===== config.mk =====
export PLATFORM = sky130hd
export DESIGN_NAME = decodeStage
export DESIGN_NICKNAME = d
export VERILOG_FILES = /design/src/common/isaPkg.sv /design/src/common/ctrlPkg.sv /design/src/hw/control.sv /design/src/hw/regFile.sv /design/src/hw/decodeStage.sv
export SDC_FILE = /design/constraint.sdc
export NUM_CORES = 1
export LEC_CHECK = 0
export BUFFER_PORTS_ARGS = -buffer_cell sky130_fd_sc_hd__buf_2
export CORE_MARGIN = 3
export CORE_UTILIZATION = 45
export DETAILED_ROUTE_END_ITERATION = 8
export PLACE_DENSITY_LB_ADDON = 0.3
export SLEW_MARGIN = 0
export SYNTH_ARGS = -nofsm -noshare
export SYNTH_HDL_FRONTEND = slang
export SYNTH_SLANG_ARGS = --single-unit

===== constraint.sdc =====
create_clock -name clk -period 1.6 [get_ports clk]
set_input_delay 0 -clock clk [delete_from_list [all_inputs] [get_ports clk]]
set_output_delay 0 -clock clk [all_outputs]
set_load 0.1 [all_outputs]

===== src/common/isaPkg.sv =====
package isaPkg;

	////////////////////
	// opcodes
	////////////////////

	// full 5-bit map, every code point is an instruction
	typedef enum logic [4:0] {
		// special
		opHalt  = 5'b00000,
		opNop   = 5'b00001,
		opSiic  = 5'b00010,
		opRti   = 5'b00011,
		// jumps
		opJ     = 5'b00100,
		opJr    = 5'b00101,
		opJal   = 5'b00110,
		opJalr  = 5'b00111,
		// i-format 1 alu with immediate
		opSubi  = 5'b01000,
		opAddi  = 5'b01001,
		opAndni = 5'b01010,
		opXori  = 5'b01011,
		// branches on rs
		opBnez  = 5'b01100,
		opBeqz  = 5'b01101,
		opBltz  = 5'b01110,
		opBgez  = 5'b01111,
		// memory and byte loads
		opSt    = 5'b10000,
		opLd    = 5'b10001,
		opSlbi  = 5'b10010,
		opStu   = 5'b10011,
		// shifts and rotates by immediate
		opRoli  = 5'b10100,
		opSlli  = 5'b10101,
		opRori  = 5'b10110,
		opSrli  = 5'b10111,
		// r-format
		opLbi   = 5'b11000,
		opBtr   = 5'b11001,
		opAlu2  = 5'b11010,
		opAlu1  = 5'b11011,
		opSeq   = 5'b11100,
		opSlt   = 5'b11101,
		opSle   = 5'b11110,
		opSco   = 5'b11111
	} opcodeE;

	// alu1 group codes; alu2 reads the same bits as rol, sll, ror, srl
	typedef enum logic [1:0] {
		fnAdd  = 2'b00,
		fnSub  = 2'b01,
		fnXor  = 2'b10,
		fnAndn = 2'b11
	} functE;

	////////////////////
	// instruction formats
	////////////////////

	typedef struct packed {
		opcodeE     opcode;
		logic [2:0] rs;
		logic [2:0] rt;
		logic [2:0] rd;
		functE      funct;
	} rFmtT;

	typedef struct packed {
		opcodeE     opcode;
		logic [2:0] rs;
		logic [2:0] rd;
		logic [4:0] imm;
	} i1FmtT;

	typedef struct packed {
		opcodeE     opcode;
		logic [2:0] rs;
		logic [7:0] imm;
	} i2FmtT;

	typedef struct packed {
		opcodeE      opcode;
		logic [10:0] disp;
	} jFmtT;

	// one word, four views
	typedef union packed {
		rFmtT  r;
		i1FmtT i1;
		i2FmtT i2;
		jFmtT  j;
	} instrU;

	// immediate extension select
	typedef enum logic [2:0] {
		seZext5  = 3'b000,
		seZext8  = 3'b001,
		seSext5  = 3'b010,
		seSext8  = 3'b100,
		seSext11 = 3'b110
	} seSelE;

endpackage


===== src/common/ctrlPkg.sv =====
package ctrlPkg;
	import isaPkg::*;

	// where the destination index comes from
	typedef enum logic [1:0] {
		// r-format rd, bits 4:2
		dstRd   = 2'b00,
		// i-format 1 rd, bits 7:5
		dstRdI1 = 2'b01,
		// rs field, bits 10:8
		dstRs   = 2'b10,
		// link register
		dstR7   = 2'b11
	} regDstE;

	////////////////////
	// decoded control
	////////////////////

	typedef struct packed {
		regDstE regDst;
		seSelE  seSel;
		logic   regWrite;
		logic   dMemWrite;
		logic   dMemEn;
		// 1 picks rt, 0 picks the immediate
		logic   aluSrc2;
		logic   invA;
		logic   invB;
		logic   cin;
		logic   pcSrc;
		logic   pcImm;
		logic   branching;
		logic   jump;
		logic   memToReg;
		logic   dMemDump;
		logic   branchOrJump;
		// hazard hints for the later stages
		logic   readingRs;
		logic   readingRt;
		logic   writingToRs;
	} ctrlT;

	// instruction strobe from fetch
	typedef struct packed {
		logic  valid;
		instrU instr;
	} instrInT;

	// write-back strobe into the register file
	typedef struct packed {
		logic        valid;
		logic [2:0]  index;
		logic [15:0] data;
	} wbT;

	// registered result of the stage
	typedef struct packed {
		logic        valid;
		ctrlT        ctrl;
		logic        err;
		logic [15:0] rsData;
		logic [15:0] rtData;
		logic [15:0] imm;
		logic [2:0]  dstIndex;
	} decodeOutT;

endpackage


===== src/hw/control.sv =====
`timescale 1ns/1ps

module control import isaPkg::*, ctrlPkg::*; (
	input  opcodeE opcode,
	input  functE  funct,
	output ctrlT   ctrl,
	output logic   err
);

	always_comb begin
		// defaults: write a register, read rs and rt, alu takes rt
		ctrl = '0;
		ctrl.regWrite = 1'b1;
		ctrl.readingRs = 1'b1;
		ctrl.readingRt = 1'b1;
		ctrl.aluSrc2 = 1'b1;
		ctrl.regDst = dstRd;
		ctrl.seSel = seZext5;
		err = 1'b0;

		case (opcode)
			////////////////////
			// r-format
			////////////////////
			opAlu1: begin
				// sub is rt - rs, so rs is inverted with carry in
				case (funct)
					fnSub: begin
						ctrl.invA = 1'b1;
						ctrl.cin = 1'b1;
					end
					fnAndn: ctrl.invB = 1'b1;
					default: ctrl.regDst = dstRd;
				endcase
			end
			// shifts and carry-out need no operand tweaks
			opAlu2, opSco: ctrl.regDst = dstRd;
			// compares subtract rt from rs
			opSeq, opSlt, opSle: begin
				ctrl.invB = 1'b1;
				ctrl.cin = 1'b1;
			end
			// bit reverse of rs only
			opBtr: ctrl.readingRt = 1'b0;

			////////////////////
			// i-format 1
			////////////////////
			opSubi: begin
				ctrl.aluSrc2 = 1'b0;
				ctrl.invA = 1'b1;
				ctrl.cin = 1'b1;
				ctrl.seSel = seSext5;
				ctrl.regDst = dstRdI1;
				ctrl.readingRt = 1'b0;
			end
			opAddi: begin
				ctrl.aluSrc2 = 1'b0;
				ctrl.seSel = seSext5;
				ctrl.regDst = dstRdI1;
				ctrl.readingRt = 1'b0;
			end
			opAndni: begin
				ctrl.aluSrc2 = 1'b0;
				ctrl.invB = 1'b1;
				ctrl.regDst = dstRdI1;
				ctrl.readingRt = 1'b0;
			end
			// logic and shift immediates stay zero extended
			opXori, opRoli, opSlli, opRori, opSrli: begin
				ctrl.aluSrc2 = 1'b0;
				ctrl.regDst = dstRdI1;
				ctrl.readingRt = 1'b0;
			end
			// store reads its data through the rt port (bits 7:5)
			opSt: begin
				ctrl.aluSrc2 = 1'b0;
				ctrl.regWrite = 1'b0;
				ctrl.seSel = seSext5;
				ctrl.dMemWrite = 1'b1;
				ctrl.dMemEn = 1'b1;
				ctrl.regDst = dstRdI1;
			end
			opLd: begin
				ctrl.aluSrc2 = 1'b0;
				ctrl.seSel = seSext5;
				ctrl.dMemEn = 1'b1;
				ctrl.memToReg = 1'b1;
				ctrl.regDst = dstRdI1;
				ctrl.readingRt = 1'b0;
			end
			// store with update writes the address back into rs
			opStu: begin
				ctrl.aluSrc2 = 1'b0;
				ctrl.seSel = seSext5;
				ctrl.dMemWrite = 1'b1;
				ctrl.dMemEn = 1'b1;
				ctrl.regDst = dstRs;
				ctrl.writingToRs = 1'b1;
			end

			////////////////////
			// i-format 2
			////////////////////
			opBnez, opBeqz, opBltz, opBgez: begin
				ctrl.seSel = seSext8;
				ctrl.pcSrc = 1'b1;
				ctrl.regWrite = 1'b0;
				ctrl.branching = 1'b1;
				ctrl.branchOrJump = 1'b1;
				ctrl.aluSrc2 = 1'b0;
				ctrl.readingRt = 1'b0;
			end
			// lbi overwrites rs without reading it
			opLbi: begin
				ctrl.seSel = seSext8;
				ctrl.regDst = dstRs;
				ctrl.aluSrc2 = 1'b0;
				ctrl.readingRs = 1'b0;
				ctrl.readingRt = 1'b0;
				ctrl.writingToRs = 1'b1;
			end
			opSlbi: begin
				ctrl.seSel = seZext8;
				ctrl.regDst = dstRs;
				ctrl.aluSrc2 = 1'b0;
				ctrl.readingRt = 1'b0;
				ctrl.writingToRs = 1'b1;
			end
			opJr, opJalr: begin
				ctrl.seSel = seSext8;
				ctrl.jump = 1'b1;
				ctrl.pcSrc = 1'b1;
				ctrl.aluSrc2 = 1'b0;
				ctrl.branchOrJump = 1'b1;
				ctrl.readingRt = 1'b0;
				// jalr links into r7, jr writes nothing
				ctrl.regWrite = (opcode == opJalr);
				ctrl.regDst = (opcode == opJalr) ? dstR7 : dstRd;
			end

			////////////////////
			// j-format
			////////////////////
			opJ, opJal: begin
				ctrl.seSel = seSext11;
				ctrl.pcImm = 1'b1;
				ctrl.pcSrc = 1'b1;
				ctrl.aluSrc2 = 1'b0;
				ctrl.branchOrJump = 1'b1;
				ctrl.readingRs = 1'b0;
				ctrl.readingRt = 1'b0;
				ctrl.regWrite = (opcode == opJal);
				ctrl.regDst = (opcode == opJal) ? dstR7 : dstRd;
			end

			// special instructions read no registers
			opSiic: begin
				ctrl.readingRs = 1'b0;
				ctrl.readingRt = 1'b0;
			end
			opNop, opHalt, opRti: begin
				ctrl.regWrite = 1'b0;
				ctrl.readingRs = 1'b0;
				ctrl.readingRt = 1'b0;
				// halt dumps memory, rti returns to epc
				ctrl.dMemDump = (opcode == opHalt);
				ctrl.pcSrc = (opcode == opRti);
			end

			// unknown code, flag it and block every side effect
			default: begin
				err = 1'b1;
				ctrl.regWrite = 1'b0;
				ctrl.dMemWrite = 1'b0;
				ctrl.dMemEn = 1'b0;
				ctrl.dMemDump = 1'b0;
			end
		endcase
	end

endmodule


===== src/hw/regFile.sv =====
`timescale 1ns/1ps

module regFile import ctrlPkg::*; (
	input  logic        clk,
	input  logic        rstN,
	input  logic [2:0]  rsIndex,
	input  logic [2:0]  rtIndex,
	output logic [15:0] rsData,
	output logic [15:0] rtData,
	input  wbT          wb
);

	// eight general purpose registers, r7 doubles as link
	logic [15:0] regs [8];

	// same-cycle write hits on each read port
	logic rsHit;
	logic rtHit;

	////////////////////
	// write port
	////////////////////

	always_ff @(posedge clk) begin
		if (!rstN) begin
			regs <= '{default: '0};
		end else if (wb.valid) begin
			regs[wb.index] <= wb.data;
		end
	end

	////////////////////
	// read ports
	////////////////////

	assign rsHit = wb.valid && (wb.index == rsIndex);
	assign rtHit = wb.valid && (wb.index == rtIndex);

	// write-before-read, a pending write wins over the stored value
	assign rsData = rsHit ? wb.data : regs[rsIndex];
	assign rtData = rtHit ? wb.data : regs[rtIndex];

endmodule


===== src/hw/decodeStage.sv =====
`timescale 1ns/1ps

module decodeStage import isaPkg::*, ctrlPkg::*; (
	input  logic      clk,
	input  logic      rstN,
	input  instrInT   in,
	input  wbT        wb,
	output decodeOutT out
);

	// combinational decode of the incoming word
	ctrlT        ctrlD;
	logic        errD;
	logic [15:0] rsDataD;
	logic [15:0] rtDataD;
	logic [15:0] immD;
	logic [2:0]  dstD;

	// output register, control part is reset
	logic        validQ;
	ctrlT        ctrlQ;
	logic        errQ;
	// payload part only loads on a strobe
	logic [15:0] rsDataQ;
	logic [15:0] rtDataQ;
	logic [15:0] immQ;
	logic [2:0]  dstQ;

	control u_control (
		.opcode(in.instr.r.opcode),
		.funct (in.instr.r.funct),
		.ctrl  (ctrlD),
		.err   (errD)
	);

	// rs sits at 10:8 and rt at 7:5 in every format that reads them
	regFile u_regFile (
		.clk    (clk),
		.rstN   (rstN),
		.rsIndex(in.instr.r.rs),
		.rtIndex(in.instr.r.rt),
		.rsData (rsDataD),
		.rtData (rtDataD),
		.wb     (wb)
	);

	////////////////////
	// immediate and destination
	////////////////////

	always_comb begin
		case (ctrlD.seSel)
			seZext5:  immD = {11'b0, in.instr.i1.imm};
			seZext8:  immD = {8'b0, in.instr.i2.imm};
			seSext5:  immD = {{11{in.instr.i1.imm[4]}}, in.instr.i1.imm};
			seSext8:  immD = {{8{in.instr.i2.imm[7]}}, in.instr.i2.imm};
			seSext11: immD = {{5{in.instr.j.disp[10]}}, in.instr.j.disp};
			default:  immD = '0;
		endcase
	end

	always_comb begin
		case (ctrlD.regDst)
			dstRd:   dstD = in.instr.r.rd;
			dstRdI1: dstD = in.instr.i1.rd;
			dstRs:   dstD = in.instr.r.rs;
			default: dstD = 3'd7;
		endcase
	end

	////////////////////
	// output register
	////////////////////

	// valid follows the strobe, control holds between strobes
	always_ff @(posedge clk) begin
		if (!rstN) begin
			validQ <= 1'b0;
			ctrlQ <= '0;
			errQ <= 1'b0;
		end else begin
			validQ <= in.valid;
			if (in.valid) begin
				ctrlQ <= ctrlD;
				errQ <= errD;
			end
		end
	end

	always_ff @(posedge clk) begin
		if (in.valid) begin
			rsDataQ <= rsDataD;
			rtDataQ <= rtDataD;
			immQ <= immD;
			dstQ <= dstD;
		end
	end

	always_comb begin
		out.valid = validQ;
		out.ctrl = ctrlQ;
		out.err = errQ;
		out.rsData = rsDataQ;
		out.rtData = rtDataQ;
		out.imm = immQ;
		out.dstIndex = dstQ;
	end

endmodule


=== Yosys cells after proc, flatten, opt, wreduce, memory -nomap -nowiden ===
Index checks and enable logic that the tools add are counted.

* Equality and inequality tests: 39
* Bitwise logic cells: 3
* Magnitude comparators: 4
* Multiplexer cells: 36
* Div/mod/pow operators: 0
* Multiply operators: 0
* Shifts and indexed selects: 0
* Add/sub/neg operators: 0
* Reduce and logical (&&, ||, !) cells: 23

{| class="wikitable"
|+ Operators by type and width
! kind !! number
|-
| 128-bit bitwise mux || 1
|-
| 16-bit 2-to-1 mux || 7
|-
| 16-bit binary-select mux with 3-bit select || 2
|-
| 16-bit case mux with 5 select lines || 1
|-
| 5-bit == test, second input constant || 14
|-
| 16-bit demux with 3-bit select || 1
|-
| 5-bit by 4-bit == test with 1-bit output, second input constant || 8
|-
| 24-bit OR reduction || 1
|-
| 21-bit OR reduction || 1
|-
| 5-bit by 3-bit == test with 1-bit output, second input constant || 4
|-
| 8-bit OR reduction || 2
|-
| 1-bit 2-to-1 mux || 14
|-
| 7-bit OR reduction || 2
|-
| 4-bit greater-or-equal comparator, second input constant || 3
|-
| 3-bit NOT with 4-bit output || 3
|-
| 3-bit case mux with 4 select lines || 1
|-
| 4-bit OR reduction || 3
|-
| 5-bit by 2-bit == test with 1-bit output, second input constant || 2
|-
| 10-bit OR reduction || 1
|-
| 3-bit case mux with 3 select lines || 1
|-
| 3-bit OR reduction || 3
|-
| 1-bit case mux with 2 select lines || 4
|-
| 2-bit case mux with 4 select lines || 1
|-
| 3-bit == test || 2
|-
| 15 further kinds || 23
|}

* Bits in writable memories: 0
* Input bits: 39
* Logic and storage cells: 137
* Memories: 0
* Output and inout bits: 75
* Bits in read-only memories: 0
* Flip-flop bits (word level): 202
* Bits in latches: 0

=== Logic depth before layout (Yosys ltp) ===
* Depth after elaboration: 6
* Mapped depth: 7
* Gate-level depth less buffers: 4

=== Hierarchy ===
From an unflattened synthesis, not the netlist that was laid out.

* Cell total of the unflattened synthesis: 966
* Area, all modules: 10572.6 µm²

{| class="wikitable"
|+ By module, submodules not included
! module !! area each (µm²) !! seq. area each (µm²) !! instances !! cells an instance
|-
| regFile || 7613.6 || 2562.5 || 1 || 747
|-
| decodeStage || 2598.7 || 1861.8 || 1 || 160
|-
| control || 360.3 || 0.0 || 1 || 59
|}

=== Worst setup path after synthesis ===
Ideal clock, no wire load.

* Kind: register -> output
* Start: register, netlist name immQ[14]
* End: output port out[14] (netlist bit)
* Path buffers: 1
* Cell stages (with the launch flop): 2
* Arrival: 1.414 ns
* Slack: 0.186 ns
* Cells stage by stage: edfxtp_1 buf_4

{| class="wikitable"
|+ RTL lines
! item !! RTL line !! text
|-
| end, declared || decodeStage.sv:8 || <nowiki>output decodeOutT out</nowiki>
|}

=== Worst setup path after layout ===
* Start: input port in[14] (netlist bit)
* End: register dstQ[1], data pin

* Cells in the longest elaborated chain, start to end: 5
* Elaborated cells between the ends (all ways): 28
* Those cells by class: eq/ne: 19; mux: 4; reduce/logical: 5

{| class="wikitable"
|+ RTL lines
! item !! RTL line !! text
|-
| start, declared || decodeStage.sv:6 || <nowiki>input instrInT in,</nowiki>
|-
| 5-bit == test (tied with other cells) || control.sv:21 || <nowiki>case (opcode)</nowiki>
|-
| 10-bit OR reduction (no source line) (tied with other cells) || - ||
|-
| 2-bit case mux with 4 select lines * || control.sv:21 ||
|-
| 2-bit == test (tied with other cells) || decodeStage.sv:63 || <nowiki>case (ctrlD.regDst)</nowiki>
|-
| 3-bit case mux with 3 select lines * || decodeStage.sv:63 ||
|-
| end signal, assigned || decodeStage.sv:95 || <nowiki>dstQ <= dstD;</nowiki>
|-
| end, declared || decodeStage.sv:27 || <nowiki>logic [2:0] dstQ;</nowiki>
|}

Every way passes the cells marked *; elsewhere a longest branch is shown, timed or not.
A chain may end at the register's enable or synchronous reset.

==> impl_metrics.toml <==
[status]
status = "complete, no violations"

[routing]
finalWirelength_um = 27500
vias_per_cell = 5.73
ant_nets = 0
drt_iter0_markers = 653
drtPass1Iterations = 5
drcViolationCount = 0
wl_per_cell_um = 19.8
vias = 7980

[power_and_ir_drop]
total_power_mw = 12.1
vdd_drop_max_v = 0.000576
power_density_mw_per_mm2 = 1010
p_leak_nw = 4.73

[synth]
synth_nets = 1043
netlist.area_leader.share_pct = 29.7
netlist_top_cells_area = "dfxtp_1 (30%), edfxtp_1 (14%), mux4_1 (11%)"
netlist_area_mm2 = 0.0102
synth-edff-count = 46
yosys.cell_types.count = 55
synth_warnings = 0
yosys_most_used_dff = "dfxtp_1"
ys_ff_latch = 197
synth.most_common_cell = "nand2_1"
ys_seq_area_share_pct = 43.3
synth_common_cells = "nand2_1 (281), dfxtp_1 (151), a21boi_0 (89)"
synthArstFlopShare_pct = 0
postSynthCellCount = 1004
synth_area_leader_cell = "dfxtp_1"
postSynthAreaPerCell_um2 = 10.1

[clock_network]
cts_htree_levels = 4
clock_latency_ps = 430
cts_buffers = 17
cts_tree = "built"
cts_buffer_depth = 2
cts_root_buffer = "clkbuf_16"
clock-sinks = 197
clk_pin_slew_ps = 70

[floorplanning]
die_x_um = 156
coreArea_mm2 = 0.0220
fp.dieH_um = 156
rows = 54
dieArea_mm2 = 0.0244
io_pins = 114
start_util_pct = 46.2

[min_path]
holdPathStages = 4
hold_path_end = "out[70]"
min_path_type = "in -> reg"
min_from = "in[16]"

[flow_run]
max-cap-violations = 0

[global_routing]
gr-total-overflow = 0
grt_pass1_wl_um = 42900
antenna_found_initial = 1
gr-usage-all-layers_pct = 22.6
grt_max_degree = 80
grt_pass1_vias = 7651

[critical_path]
endpoint_kind = "flop"
start_kind = "input port"
critPathRequiredTime_ps = 1790
r2r_end = "rtDataQ[1]"
r2r_cells = 3
path_class = "in -> reg"
worstReg2RegStart = "u_regFile.regs[49]"
reg2reg_slack_ps = 200
crit_path_max_fanout = 14
cp-startpoint = "in[14]"
worstPathArrival_ps = 1690

[timing]
setup_viol = 0
period_needed_ps = 1500
slew_headroom_pct = 65.0
rsz0062_at_grt = "no"
tns_ps = 0
fmax_mhz = 667
period_share_pct = 93.7
skew_ps = 7.10
final_max_slew_viol_count = 0
final_hold_viol_count = 0
worst_pin_slew_ps = 524

[final_layout]
fin_area_mm2 = 0.0119
n_fill_cell = 1900
areaGrowthSynthToFinish_pct = 17.5
drive_gt1_share_pct = 20.6
fin_nets = 1138
fin_util_pct = 54.2

[place]
hpwl_um = 17000
port-buffer-count = 112
postPlaceCellArea_mm2 = 0.0111
place_congestion = 0.823
through the flow:
stage	hold slack, ps	setup WS (ps)	instances
floorplan	112	186	1004
global placement	206	95.1	1334
detailed placement	205	63.4	1334
CTS	13.1	87.7	1392
global route	33.5	25.6	1393
finish	12.2	101	1393
report_power, final:
group	total [mW]	switching [mW]	internal [mW]
logic	2.21	1.63	0.582
registers	5.38	0.0907	5.29
clock network	4.48	1.97	2.51
total	12.1	3.69	8.38
area by class of cell:
type | instances | area [um^2] | share of cell area (%)
flip-flops and latches | 197 | 4400 | 36.9
well taps | 280 | 350 | 2.93
clock buffers | 20 | 478 | 4.00
diodes | 1 | 2.50 | 0.0209
repair buffers | 176 | 1360 | 11.4
clock inverters | 12 | 138 | 1.15
multi-input cells | 701 | 5190 | 43.5
inverters | 6 | 22.5 | 0.188
layer usage:
layer,GRT usage [%],vias up,wire [um]
li1,-,3731,-
met1,30.2,3909,12000
met2,38.2,293,13300
met3,3.68,47,1670
met4,6.42,0,569
met5,0,-,0
critical path: stages:
cell and delay, ps:
dlygate4sd3_1 520, buf_2 250, or3b_1 420, a21oi_4 200, nor2_1 100, a21o_1 200
layout by cell type (no fill, tap or decap), drive strengths merged, types with 7 or more instances in the layout:
cell type,count
nand2,285
dfxtp,151
buf,150
a21boi,134
mux4,64
nor2,51
edfxtp,46
a21oi,37
mux2i,35
dlygate4sd3,26
clkbuf,20
inv,11
o21ai,10
nor2b,10
nand2b,10
nand3,7
how the worst max path moves through the flow:
stage / to / slack [ps] / cells past startpoint
after floorplan: out[14] / 190 / 1
after global placement: rsDataQ[15] / 100 / 5
after detailed placement: rsDataQ[13] / 60 / 5
after CTS: dstQ[1] / 90 / 6
after global routing: dstQ[1] / 30 / 6
final: dstQ[1] / 100 / 6
flip-flops by register name, summed over array words and instances (netlist names):
register and cells:
rsDataQ 16, dstQ 3, immQ 11, u_regFile.regs 128
validQ 1, out 22, rtDataQ 16
what timing repair did:
item | in CTS | in global routing
resized for setup | 0 | 1
hold endpoints to repair | 156 | 0
setup buffers | 0 | 0
hold buffers | 26 | 0
setup endpoints to repair | 0 | 3
logic make-up after synthesis:
group           count (synthesis)  synth area share, %
compound gates                208                 14.4
xor+xnor                        6                0.517
flops                         197                 43.3
other cells                     1               0.0369
buf+inv                       106                 5.65
simple gates                  387                 16.9
mux                            99                 19.2
(Power assumes the default switching activity.)
